File: src/logic/z8Pkg.sv
package z8Pkg;

    localparam int DefaultAddrWidth = 16;
    localparam int DefaultRegDepth  = 128;
    localparam int RegAddrWidth     = 7;

    typedef logic [7:0]                  dataT;
    typedef logic [DefaultAddrWidth-1:0] addrT;
    typedef logic [RegAddrWidth-1:0]     regAddrT;
    typedef logic [3:0]                  nibbleT;
    // only the upper four bits hold flags
    typedef logic [7:0]                  flagsT;

    localparam int FlagC = 7;
    localparam int FlagZ = 6;
    localparam int FlagS = 5;
    localparam int FlagV = 4;

    // register-register codes equal the opcode high nibble
    typedef logic [3:0] aluOpT;
    localparam aluOpT AluAdd = 4'h0;
    localparam aluOpT AluAdc = 4'h1;
    localparam aluOpT AluSub = 4'h2;
    localparam aluOpT AluSbc = 4'h3;
    localparam aluOpT AluOr  = 4'h4;
    localparam aluOpT AluAnd = 4'h5;
    localparam aluOpT AluInc = 4'h6;
    localparam aluOpT AluDec = 4'h7;
    localparam aluOpT AluLd  = 4'h8;
    localparam aluOpT AluCp  = 4'hA;
    localparam aluOpT AluXor = 4'hB;

    // low nibble opcode columns
    localparam nibbleT ColRegReg = 4'h2;
    localparam nibbleT ColDjnz   = 4'hA;
    localparam nibbleT ColJr     = 4'hB;
    localparam nibbleT ColLdImm  = 4'hC;
    localparam nibbleT ColJp     = 4'hD;
    localparam nibbleT ColInc    = 4'hE;
    localparam nibbleT ColMisc   = 4'hF;

    localparam regAddrT Port2Reg = 7'd2;

endpackage

File: src/logic/fetchIf.sv
`timescale 1ns/1ps

interface fetchIf;
    import z8Pkg::*;

    logic instrValid;
    dataT opcode;
    dataT second;
    dataT third;
    addrT nextPc;
    logic instrReady;
    logic redirect;
    addrT target;

    modport fetch (output instrValid, opcode, second, third, nextPc,
                   input  instrReady, redirect, target);
    modport exec  (input  instrValid, opcode, second, third, nextPc,
                   output instrReady, redirect, target);
endinterface

File: src/logic/regPortIf.sv
`timescale 1ns/1ps

interface regPortIf;
    import z8Pkg::*;

    regAddrT rdAddrA;
    regAddrT rdAddrB;
    dataT    rdDataA;
    dataT    rdDataB;
    logic    wrEn;
    regAddrT wrAddr;
    dataT    wrData;

    modport ctrl (output rdAddrA, rdAddrB, wrEn, wrAddr, wrData,
                  input  rdDataA, rdDataB);
    modport regs (input  rdAddrA, rdAddrB, wrEn, wrAddr, wrData,
                  output rdDataA, rdDataB);
endinterface

File: src/logic/instrFetch.sv
`timescale 1ns/1ps

module instrFetch #(
    parameter int AddrWidth = z8Pkg::DefaultAddrWidth
) (
    input  logic                 clk,
    input  logic                 reset,
    output logic [AddrWidth-1:0] memAddr,
    output logic                 memValid,
    input  logic                 memReady,
    input  z8Pkg::dataT          memData,
    input  logic                 memDataValid,
    fetchIf.fetch                fetch
);
    import z8Pkg::*;

    logic [AddrWidth-1:0] pc;
    logic [1:0]           byteIdx;
    logic                 outstanding;
    logic                 dropPending;
    logic                 instrValid;
    dataT                 opcode;
    dataT                 second;
    dataT                 third;
    dataT                 curOpcode;
    logic                 accept;
    logic                 issue;
    logic                 useByte;

    // index of the last byte of an instruction
    function automatic logic [1:0] lastByte(dataT op);
        case (op[3:0])
            ColInc, ColMisc: lastByte = 2'd0;
            ColJp:           lastByte = 2'd2;
            default:         lastByte = 2'd1;
        endcase
    endfunction

    assign accept    = instrValid && fetch.instrReady;
    assign issue     = !fetch.redirect && !memValid && !outstanding && (!instrValid || accept);
    assign useByte   = memDataValid && !dropPending && !fetch.redirect;
    assign curOpcode = (byteIdx == 2'd0) ? memData : opcode;

    always_ff @(posedge clk) begin
        if (reset) begin
            pc          <= '0;
            memValid    <= 1'b0;
            outstanding <= 1'b0;
            dropPending <= 1'b0;
            instrValid  <= 1'b0;
            byteIdx     <= 2'd0;
        end else begin
            if (memValid && memReady) begin
                memValid    <= 1'b0;
                outstanding <= 1'b1;
            end else if (memDataValid) begin
                outstanding <= 1'b0;
            end
            if (memDataValid && dropPending) begin
                dropPending <= 1'b0;
            end
            if (issue) begin
                memValid <= 1'b1;
                pc       <= pc + 1'b1;
            end
            if (accept) begin
                instrValid <= 1'b0;
            end
            if (useByte) begin
                if (byteIdx == lastByte(curOpcode)) begin
                    instrValid <= 1'b1;
                    byteIdx    <= 2'd0;
                end else begin
                    byteIdx <= byteIdx + 2'd1;
                end
            end
            // a request already on the bus still completes, its byte is dropped
            if (fetch.redirect) begin
                pc          <= AddrWidth'(fetch.target);
                instrValid  <= 1'b0;
                byteIdx     <= 2'd0;
                dropPending <= memValid || (outstanding && !memDataValid);
            end
        end
    end

    always_ff @(posedge clk) begin
        if (issue) begin
            memAddr <= pc;
        end
        if (useByte) begin
            case (byteIdx)
                2'd0:    opcode <= memData;
                2'd1:    second <= memData;
                default: third  <= memData;
            endcase
        end
    end

    assign fetch.instrValid = instrValid;
    assign fetch.opcode     = opcode;
    assign fetch.second     = second;
    assign fetch.third      = third;
    // pc already points past a held instruction
    assign fetch.nextPc     = addrT'(pc);

endmodule

File: src/logic/execControl.sv
`timescale 1ns/1ps

module execControl (
    input  logic           clk,
    input  logic           reset,
    fetchIf.exec           fetch,
    regPortIf.ctrl         regs,
    output z8Pkg::aluOpT   aluOp,
    output z8Pkg::dataT    aluA,
    output z8Pkg::dataT    aluB,
    output logic           aluCarry,
    input  z8Pkg::dataT    aluResult,
    input  z8Pkg::flagsT   aluFlags
);
    import z8Pkg::*;

    typedef enum logic {Decode, Execute} stateT;

    stateT  state;
    stateT  nextState;
    flagsT  flags;
    logic   flagsWrite;
    dataT   opcodeReg;
    dataT   secondReg;
    addrT   nextPcReg;
    dataT   curOp;
    dataT   curSecond;
    nibbleT opHigh;
    nibbleT opLow;
    nibbleT workReg;
    logic   decodeNow;
    logic   condBase;
    logic   condTrue;
    addrT   relBase;
    addrT   relTarget;

    function automatic logic aluColumnOp(nibbleT hi);
        case (hi)
            AluAdd, AluAdc, AluSub, AluSbc, AluOr, AluAnd, AluCp, AluXor: aluColumnOp = 1'b1;
            default: aluColumnOp = 1'b0;
        endcase
    endfunction

    // fields come from the fetch bus in Decode, from the latch in Execute
    assign curOp     = (state == Decode) ? fetch.opcode : opcodeReg;
    assign curSecond = (state == Decode) ? fetch.second : secondReg;
    assign opHigh    = curOp[7:4];
    assign opLow     = curOp[3:0];
    assign decodeNow = (state == Decode) && fetch.instrValid;

    always_comb begin
        case (opHigh[2:0])
            3'd0:    condBase = 1'b0;
            3'd1:    condBase = flags[FlagS] ^ flags[FlagV];
            3'd2:    condBase = (flags[FlagS] ^ flags[FlagV]) | flags[FlagZ];
            3'd3:    condBase = flags[FlagC] | flags[FlagZ];
            3'd4:    condBase = flags[FlagV];
            3'd5:    condBase = flags[FlagS];
            3'd6:    condBase = flags[FlagZ];
            default: condBase = flags[FlagC];
        endcase
    end
    assign condTrue = condBase ^ opHigh[3];

    // destination is the high nibble of the second byte for reg-reg ops
    assign workReg      = (opLow == ColRegReg) ? curSecond[7:4] : opHigh;
    assign regs.rdAddrA = regAddrT'(workReg);
    assign regs.rdAddrB = regAddrT'(curSecond[3:0]);
    assign regs.wrAddr  = regAddrT'(workReg);
    assign regs.wrData  = aluResult;
    assign aluCarry     = flags[FlagC];

    assign relBase      = (state == Decode) ? fetch.nextPc : nextPcReg;
    assign relTarget    = relBase + {{(DefaultAddrWidth - 8){curSecond[7]}}, curSecond};
    assign fetch.target = (state == Decode && opLow == ColJp) ?
                          addrT'({curSecond, fetch.third}) : relTarget;
    assign fetch.instrReady = (state == Decode);

    always_comb begin
        aluOp          = AluLd;
        aluA           = regs.rdDataA;
        aluB           = curSecond;
        regs.wrEn      = 1'b0;
        flagsWrite     = 1'b0;
        fetch.redirect = 1'b0;
        nextState      = state;
        case (state)
            Decode: begin
                if (fetch.instrValid) begin
                    case (opLow)
                        ColRegReg: begin
                            if (aluColumnOp(opHigh)) begin
                                nextState = Execute;
                            end
                        end
                        ColDjnz:  nextState = Execute;
                        ColJr:    fetch.redirect = condTrue;
                        ColJp:    fetch.redirect = condTrue;
                        ColLdImm: regs.wrEn = 1'b1;
                        ColInc: begin
                            aluOp      = AluInc;
                            regs.wrEn  = 1'b1;
                            flagsWrite = 1'b1;
                        end
                        default: ;
                    endcase
                end
            end
            Execute: begin
                flagsWrite = 1'b1;
                nextState  = Decode;
                if (opLow == ColDjnz) begin
                    aluOp          = AluDec;
                    regs.wrEn      = 1'b1;
                    fetch.redirect = (aluResult != 8'h00);
                end else begin
                    aluOp     = aluOpT'(opHigh);
                    aluB      = regs.rdDataB;
                    regs.wrEn = (opHigh != AluCp);
                end
            end
            default: nextState = Decode;
        endcase
    end

    always_ff @(posedge clk) begin
        if (reset) begin
            state <= Decode;
            flags <= '0;
        end else begin
            state <= nextState;
            if (flagsWrite) begin
                flags <= aluFlags;
            end else if (decodeNow && opLow == ColMisc) begin
                // rcf, scf, ccf; the rest of the column acts as nop
                case (opHigh)
                    4'hC:    flags[FlagC] <= 1'b0;
                    4'hD:    flags[FlagC] <= 1'b1;
                    4'hE:    flags[FlagC] <= ~flags[FlagC];
                    default: ;
                endcase
            end
        end
    end

    always_ff @(posedge clk) begin
        if (decodeNow) begin
            opcodeReg <= fetch.opcode;
            secondReg <= fetch.second;
            nextPcReg <= fetch.nextPc;
        end
    end

endmodule

File: src/logic/alu.sv
`timescale 1ns/1ps

module alu (
    input  z8Pkg::aluOpT op,
    input  z8Pkg::dataT  a,
    input  z8Pkg::dataT  b,
    input  logic         carryIn,
    output z8Pkg::dataT  result,
    output z8Pkg::flagsT flags
);
    import z8Pkg::*;

    logic       cin;
    logic [8:0] sum;
    logic [8:0] diff;
    logic       carry;
    logic       overflow;

    assign cin  = (op == AluAdc || op == AluSbc) ? carryIn : 1'b0;
    assign sum  = {1'b0, a} + {1'b0, b} + {8'h00, cin};
    // bit 8 set on borrow
    assign diff = {1'b0, a} - {1'b0, b} - {8'h00, cin};

    always_comb begin
        result   = b;
        carry    = carryIn;
        overflow = 1'b0;
        case (op)
            AluAdd, AluAdc: begin
                result   = sum[7:0];
                carry    = sum[8];
                overflow = (a[7] == b[7]) && (sum[7] != a[7]);
            end
            AluSub, AluSbc, AluCp: begin
                result   = diff[7:0];
                carry    = diff[8];
                overflow = (a[7] != b[7]) && (diff[7] != a[7]);
            end
            AluOr:  result = a | b;
            AluAnd: result = a & b;
            AluXor: result = a ^ b;
            AluInc: begin
                result   = a + 8'h01;
                overflow = (a == 8'h7F);
            end
            AluDec: begin
                result   = a - 8'h01;
                overflow = (a == 8'h80);
            end
            AluLd:   result = b;
            default: result = b;
        endcase
        flags        = '0;
        flags[FlagC] = carry;
        flags[FlagZ] = (result == 8'h00);
        flags[FlagS] = result[7];
        flags[FlagV] = overflow;
    end

endmodule

File: src/logic/registerFile.sv
`timescale 1ns/1ps

module registerFile #(
    parameter int RegDepth = z8Pkg::DefaultRegDepth
) (
    input  logic        clk,
    input  logic        reset,
    regPortIf.regs      regs,
    output z8Pkg::dataT port2
);
    import z8Pkg::*;

    dataT regArray [RegDepth];

    assign regs.rdDataA = regArray[regs.rdAddrA];
    assign regs.rdDataB = regArray[regs.rdAddrB];

    always_ff @(posedge clk) begin
        if (reset) begin
            for (int i = 0; i < RegDepth; i++) begin
                regArray[i] <= '0;
            end
            port2 <= '0;
        end else if (regs.wrEn) begin
            regArray[regs.wrAddr] <= regs.wrData;
            // port 2 mirrors register 2
            if (regs.wrAddr == Port2Reg) begin
                port2 <= regs.wrData;
            end
        end
    end

endmodule

File: src/logic/z8Core.sv
`timescale 1ns/1ps

module z8Core #(
    parameter int AddrWidth = z8Pkg::DefaultAddrWidth,
    parameter int RegDepth  = z8Pkg::DefaultRegDepth
) (
    input  logic                 clk,
    input  logic                 reset,
    output logic [AddrWidth-1:0] memAddr,
    output logic                 memValid,
    input  logic                 memReady,
    input  z8Pkg::dataT          memData,
    input  logic                 memDataValid,
    output z8Pkg::dataT          port2
);
    import z8Pkg::*;

    aluOpT aluOp;
    dataT  aluA;
    dataT  aluB;
    logic  aluCarry;
    dataT  aluResult;
    flagsT aluFlags;

    fetchIf   fetchBus ();
    regPortIf regBus ();

    instrFetch #(
        .AddrWidth(AddrWidth)
    ) fetchUnit (
        .clk         (clk),
        .reset       (reset),
        .memAddr     (memAddr),
        .memValid    (memValid),
        .memReady    (memReady),
        .memData     (memData),
        .memDataValid(memDataValid),
        .fetch       (fetchBus.fetch)
    );

    execControl execUnit (
        .clk      (clk),
        .reset    (reset),
        .fetch    (fetchBus.exec),
        .regs     (regBus.ctrl),
        .aluOp    (aluOp),
        .aluA     (aluA),
        .aluB     (aluB),
        .aluCarry (aluCarry),
        .aluResult(aluResult),
        .aluFlags (aluFlags)
    );

    alu aluUnit (
        .op     (aluOp),
        .a      (aluA),
        .b      (aluB),
        .carryIn(aluCarry),
        .result (aluResult),
        .flags  (aluFlags)
    );

    registerFile #(
        .RegDepth(RegDepth)
    ) regFile (
        .clk  (clk),
        .reset(reset),
        .regs (regBus.regs),
        .port2(port2)
    );

endmodule

File: config.mk
export PLATFORM = sky130hd
export DESIGN_NAME = z8Core
export DESIGN_NICKNAME = d
export VERILOG_FILES = /design/src/logic/z8Pkg.sv /design/src/logic/fetchIf.sv /design/src/logic/regPortIf.sv /design/src/logic/instrFetch.sv /design/src/logic/execControl.sv /design/src/logic/alu.sv /design/src/logic/registerFile.sv /design/src/logic/z8Core.sv
export SDC_FILE = /design/constraint.sdc
export NUM_CORES = 1
export LEC_CHECK = 0
export BUFFER_PORTS_ARGS = -buffer_cell sky130_fd_sc_hd__buf_4
export CAP_MARGIN = 20
export CELL_PAD_IN_SITES_DETAIL_PLACEMENT = 0
export CELL_PAD_IN_SITES_GLOBAL_PLACEMENT = 2
export CORE_MARGIN = 5
export CORE_UTILIZATION = 38
export CTS_CLUSTER_DIAMETER = 30
export DETAILED_ROUTE_END_ITERATION = 10
export GPL_TIMING_DRIVEN = 0
export PLACE_DENSITY = 0.82
export SKIP_CTS_REPAIR_TIMING = 1
export SLEW_MARGIN = 20
export SYNTH_ARGS = -nofsm -noshare
export SYNTH_HDL_FRONTEND = slang
export SYNTH_SLANG_ARGS = --single-unit
File: constraint.sdc
create_clock -name clk -period 6.3 [get_ports clk]
set_input_delay 0.63 -clock clk [delete_from_list [all_inputs] [get_ports clk]]
set_output_delay 0.63 -clock clk [all_outputs]
set_load 0.02 [all_outputs]
==> flow_metrics.tcl <==
set metrics [dict create \
    status "complete, no violations" \
    power_switching_mw 1.64 \
    final_util_pct 49.9 \
    yosysWarnings 0 \
    yosys.cell_count.top_type "nor2_1" \
    synth_top_family_by_area "simple AND/OR/NAND/NOR gates" \
    cts_htree_levels 2 \
    period_needed_ns 6.30 \
    gp_congestion 0.969 \
    clock_path_buffers 3 \
    avgSynthCellArea_um2 10.2 \
    vias_per_cell 5.89 \
    port_buffers 35 \
    drv_cap 0 \
    dpl.hpwl_mm 38.9 \
    setup_viol 0 \
    antenna_found_initial 1 \
    critPathKind "register to register" \
    cp.required_ns 6.56 \
    synth_area_leader_cell "edfxtp_1" \
    dr.first_iter.drc_count 1151 \
    design.die.area_um2 42200 \
    p_int_mw 4.19 \
    synthMuxAreaShare_pct 10.2 \
    synth_compound_area_share_pct 14.5 \
    p_comb_share_pct 18.9 \
    rsz0062_at_grt "yes" \
    wirelength_mm 53.2 \
    grt_pass1_wl_mm 77.4 \
    ant_nets 0 \
    synth_common_cells "nor2_1, edfxtp_1, nand2_1" \
    cts_tree "done" \
    wire_per_inst_um 25.0 \
    first_global_vias 12100 \
    final_cells 2131 \
    switching_share_pct 28.1 \
    synth_top_area_share_pct 41.4 \
    critPathArrivalTime_ns 6.56 \
    peakVddDrop_mv 0.250 \
    ys.flop_type "edfxtp_1" \
    synthCells 1425 \
    max_freq_mhz 159 \
    synthAdderAreaFrac_pct 5.71 \
    die_x_um 205 \
    die_height_um 205 \
    slew_viol_final 0 \
    drive_above_1_share_pct 24.7 \
    power.total_mw 5.82 \
    grt_usage_pct 24.6 \
    synthXorXnorAreaFrac_pct 2.36 \
    grt_max_degree 24 \
    ios 37 \
    initial_utilization_pct 38.5 \
    nFillCells 3510 \
    vias 12500 \
    synth-edff-count 200 \
    syn_nets 1499 \
    rows 71 \
    slew_headroom_pct 22.6 \
    worst_slew_pin_slew_ns 1.16 \
    synthDistinctLibCells 81 \
    fin_crit_sh_pct 100 \
    dp.cells 1973 \
    cts_made_buffers 51 \
    end_kind "register" \
    n_antenna_cell 0 \
    core_area_um2 37700 \
    drc 0 \
    hold_viol 0 \
    cp_max_fo 8 \
    clkSlewWorstSetupHoldPaths_ns 0.05 \
    hp-class "input port to register" \
    synth_area_leaders "edfxtp_1, nor2_1, dfxtp_1, ha_1, mux2i_1" \
    synth-simple-area-share_pct 16.8 \
    seqPwrFrac_pct 31.5 \
    p_leak_nw 7.27 \
    nNetsFinal 1651 \
    first_pass_iters 5 \
    synth_async_sr_flop_share_pct 0 \
    synth-seq-cells 235 \
    clock_tree.root_cell "clkbuf_16" \
    grt_overflow 0 \
    clkPwrFrac_pct 49.5 \
    powerDensity_nw_per_um2 310 \
    synth_area_um2 14500 \
    area_growth_pct 29.6 \
    cts.sinks 235 \
    clk_latency_ns 0.58 \
    clock_skew_ns 0.0252 \
    synth_seq_area_share_pct 46.3 \
    startpoint_type "register" \
]
==> layout make-up <==
class	count	area (um2)	area share (%)
plain buffers	84	547	2.91
repair buffers	100	876	4.66
clock inverters	37	537	2.86
clock buffers	59	1350	7.16
multi-input cells	1046	7910	42.1
flip-flops and latches	235	6710	35.7
well taps	511	639	3.40
inverters	59	230	1.22
==> layer usage <==
layer	wire length, um	global-route usage, %	part of all wire, %	vias up
li1	-	-	-	5619
met1	21800	32.3	41	6181
met5	18	0	0.034	-
met4	2730	11.5	5.1	2
met3	4360	5.15	8.2	158
met2	24400	39.0	46	582
==> cells by family after synthesis <==
group	after synthesis
XOR/XNOR	39
AO/OA/AOI/OAI	306
buffers and inverters	145
multiplexers	114
adder cells (fa/ha/maj)	62
AND/OR/NAND/NOR	524
flip-flops	235
==> state kept, by name, summed over array words and instances, names as in the netlist <==
signal and flops:
execUnit.nextPcReg 16, fetchUnit.memValid 1, fetchUnit.dropPending 1, execUnit.opcodeReg 8
fetchUnit.fetch.opcode 8, fetchUnit.fetch.third 8, fetchUnit.byteIdx 2, execUnit.secondReg 8
regFile.regArray 128, execUnit.flags 4, regFile.port2 8, fetchUnit.outstanding 1
fetchUnit.memAddr 16, fetchUnit.fetch.second 8, execUnit.state 1, fetchUnit.fetch.instrValid 1
fetchUnit.fetch.nextPc 16
==> stage by stage <==
step,cell area (um2),TNS [ns],setup slack [ns],hold WS [ns]
floorplan,14500,0,0.0453,0.426
global placement,15400,-253.67,-3.07,0.431
detailed placement,15500,-190.96,-2.44,0.438
CTS,17400,-195.19,-2.44,0.259
global route,18800,-3.84,-0.151,0.265
finish,18800,0,0.0000338,0.282
==> layout by cell type (no fill, tap or decap), types with 9 or more instances in the layout <==
cell	instances
a211oi_1	22
a21o_1	18
a21oi_1	59
a31oi_1	13
and3_1	19
buf_12	12
buf_4	94
buf_6	11
bufinv_16	10
clkbuf_1	46
clkbuf_16	52
dfxtp_1	35
edfxtp_1	200
ha_1	49
inv_1	53
mux2_2	26
mux2_4	17
mux2i_1	35
mux2i_4	15
mux4_2	19
nand2_1	130
nand2b_1	25
nand3_1	33
nand3b_1	9
nor2_1	199
nor2b_1	10
nor3_1	24
nor3b_1	13
o21ai_0	42
o21bai_1	9
o22ai_1	34
or3_1	11
xnor2_1	23
xor2_1	15
==> power groups by stage <==
stage | clock network [mW] | logic [mW] | registers [mW]
2_1_floorplan | 0 | 0.577 | 1.85
3_3_place_gp | 0 | 0.869 | 1.86
3_5_place_dp | 0 | 0.882 | 1.86
4_1_cts | 2.91 | 0.887 | 1.83
5_1_grt | 3.00 | 1.19 | 1.84
6_report | 2.88 | 1.10 | 1.84
==> critical path: stages (launching register included) <==
cell	delay, ns
edfxtp_1	0.49
or4b_4	0.62
o22ai_4	0.24
buf_4	0.19
mux2i_4	0.24
buf_12	0.16
buf_4	0.11
o22ai_1	0.07
or3_1	0.41
a2bb2oi_4	0.20
buf_4	0.16
fa_2	0.36
fa_2	0.39
nand2b_1	0.16
a21oi_2	0.09
o21bai_1	0.13
a21oi_1	0.11
xnor2_1	0.19
o21ai_0	0.13
o32ai_2	0.39
and3_4	0.29
a41oi_4	0.15
buf_6	0.21
nor4_4	0.28
buf_6	0.19
==> path summary, 6_finish.rpt <==
| path | from | end | slack (ns) | depth (start not counted) |
|---|---|---|---|---|
| worst max-delay path | fetchUnit.fetch.opcode[0]$_DFFE_PP_ | fetchUnit.fetch.third[3]$_DFFE_PP_ | 0.00003 | 24 |
| worst min-delay path | memData[7] | fetchUnit.fetch.opcode[7]$_DFFE_PP_ | 0.28 | 1 |
| worst min register to register | fetchUnit.fetch.second[7]$_DFFE_PP_ | execUnit.secondReg[7]$_DFFE_PP_ | 0.45 | 0 |
| worst max register to register | fetchUnit.fetch.opcode[0]$_DFFE_PP_ | fetchUnit.fetch.third[3]$_DFFE_PP_ | 0.00003 | 24 |
No activity file was read; power rests on OpenSTA's default activity.
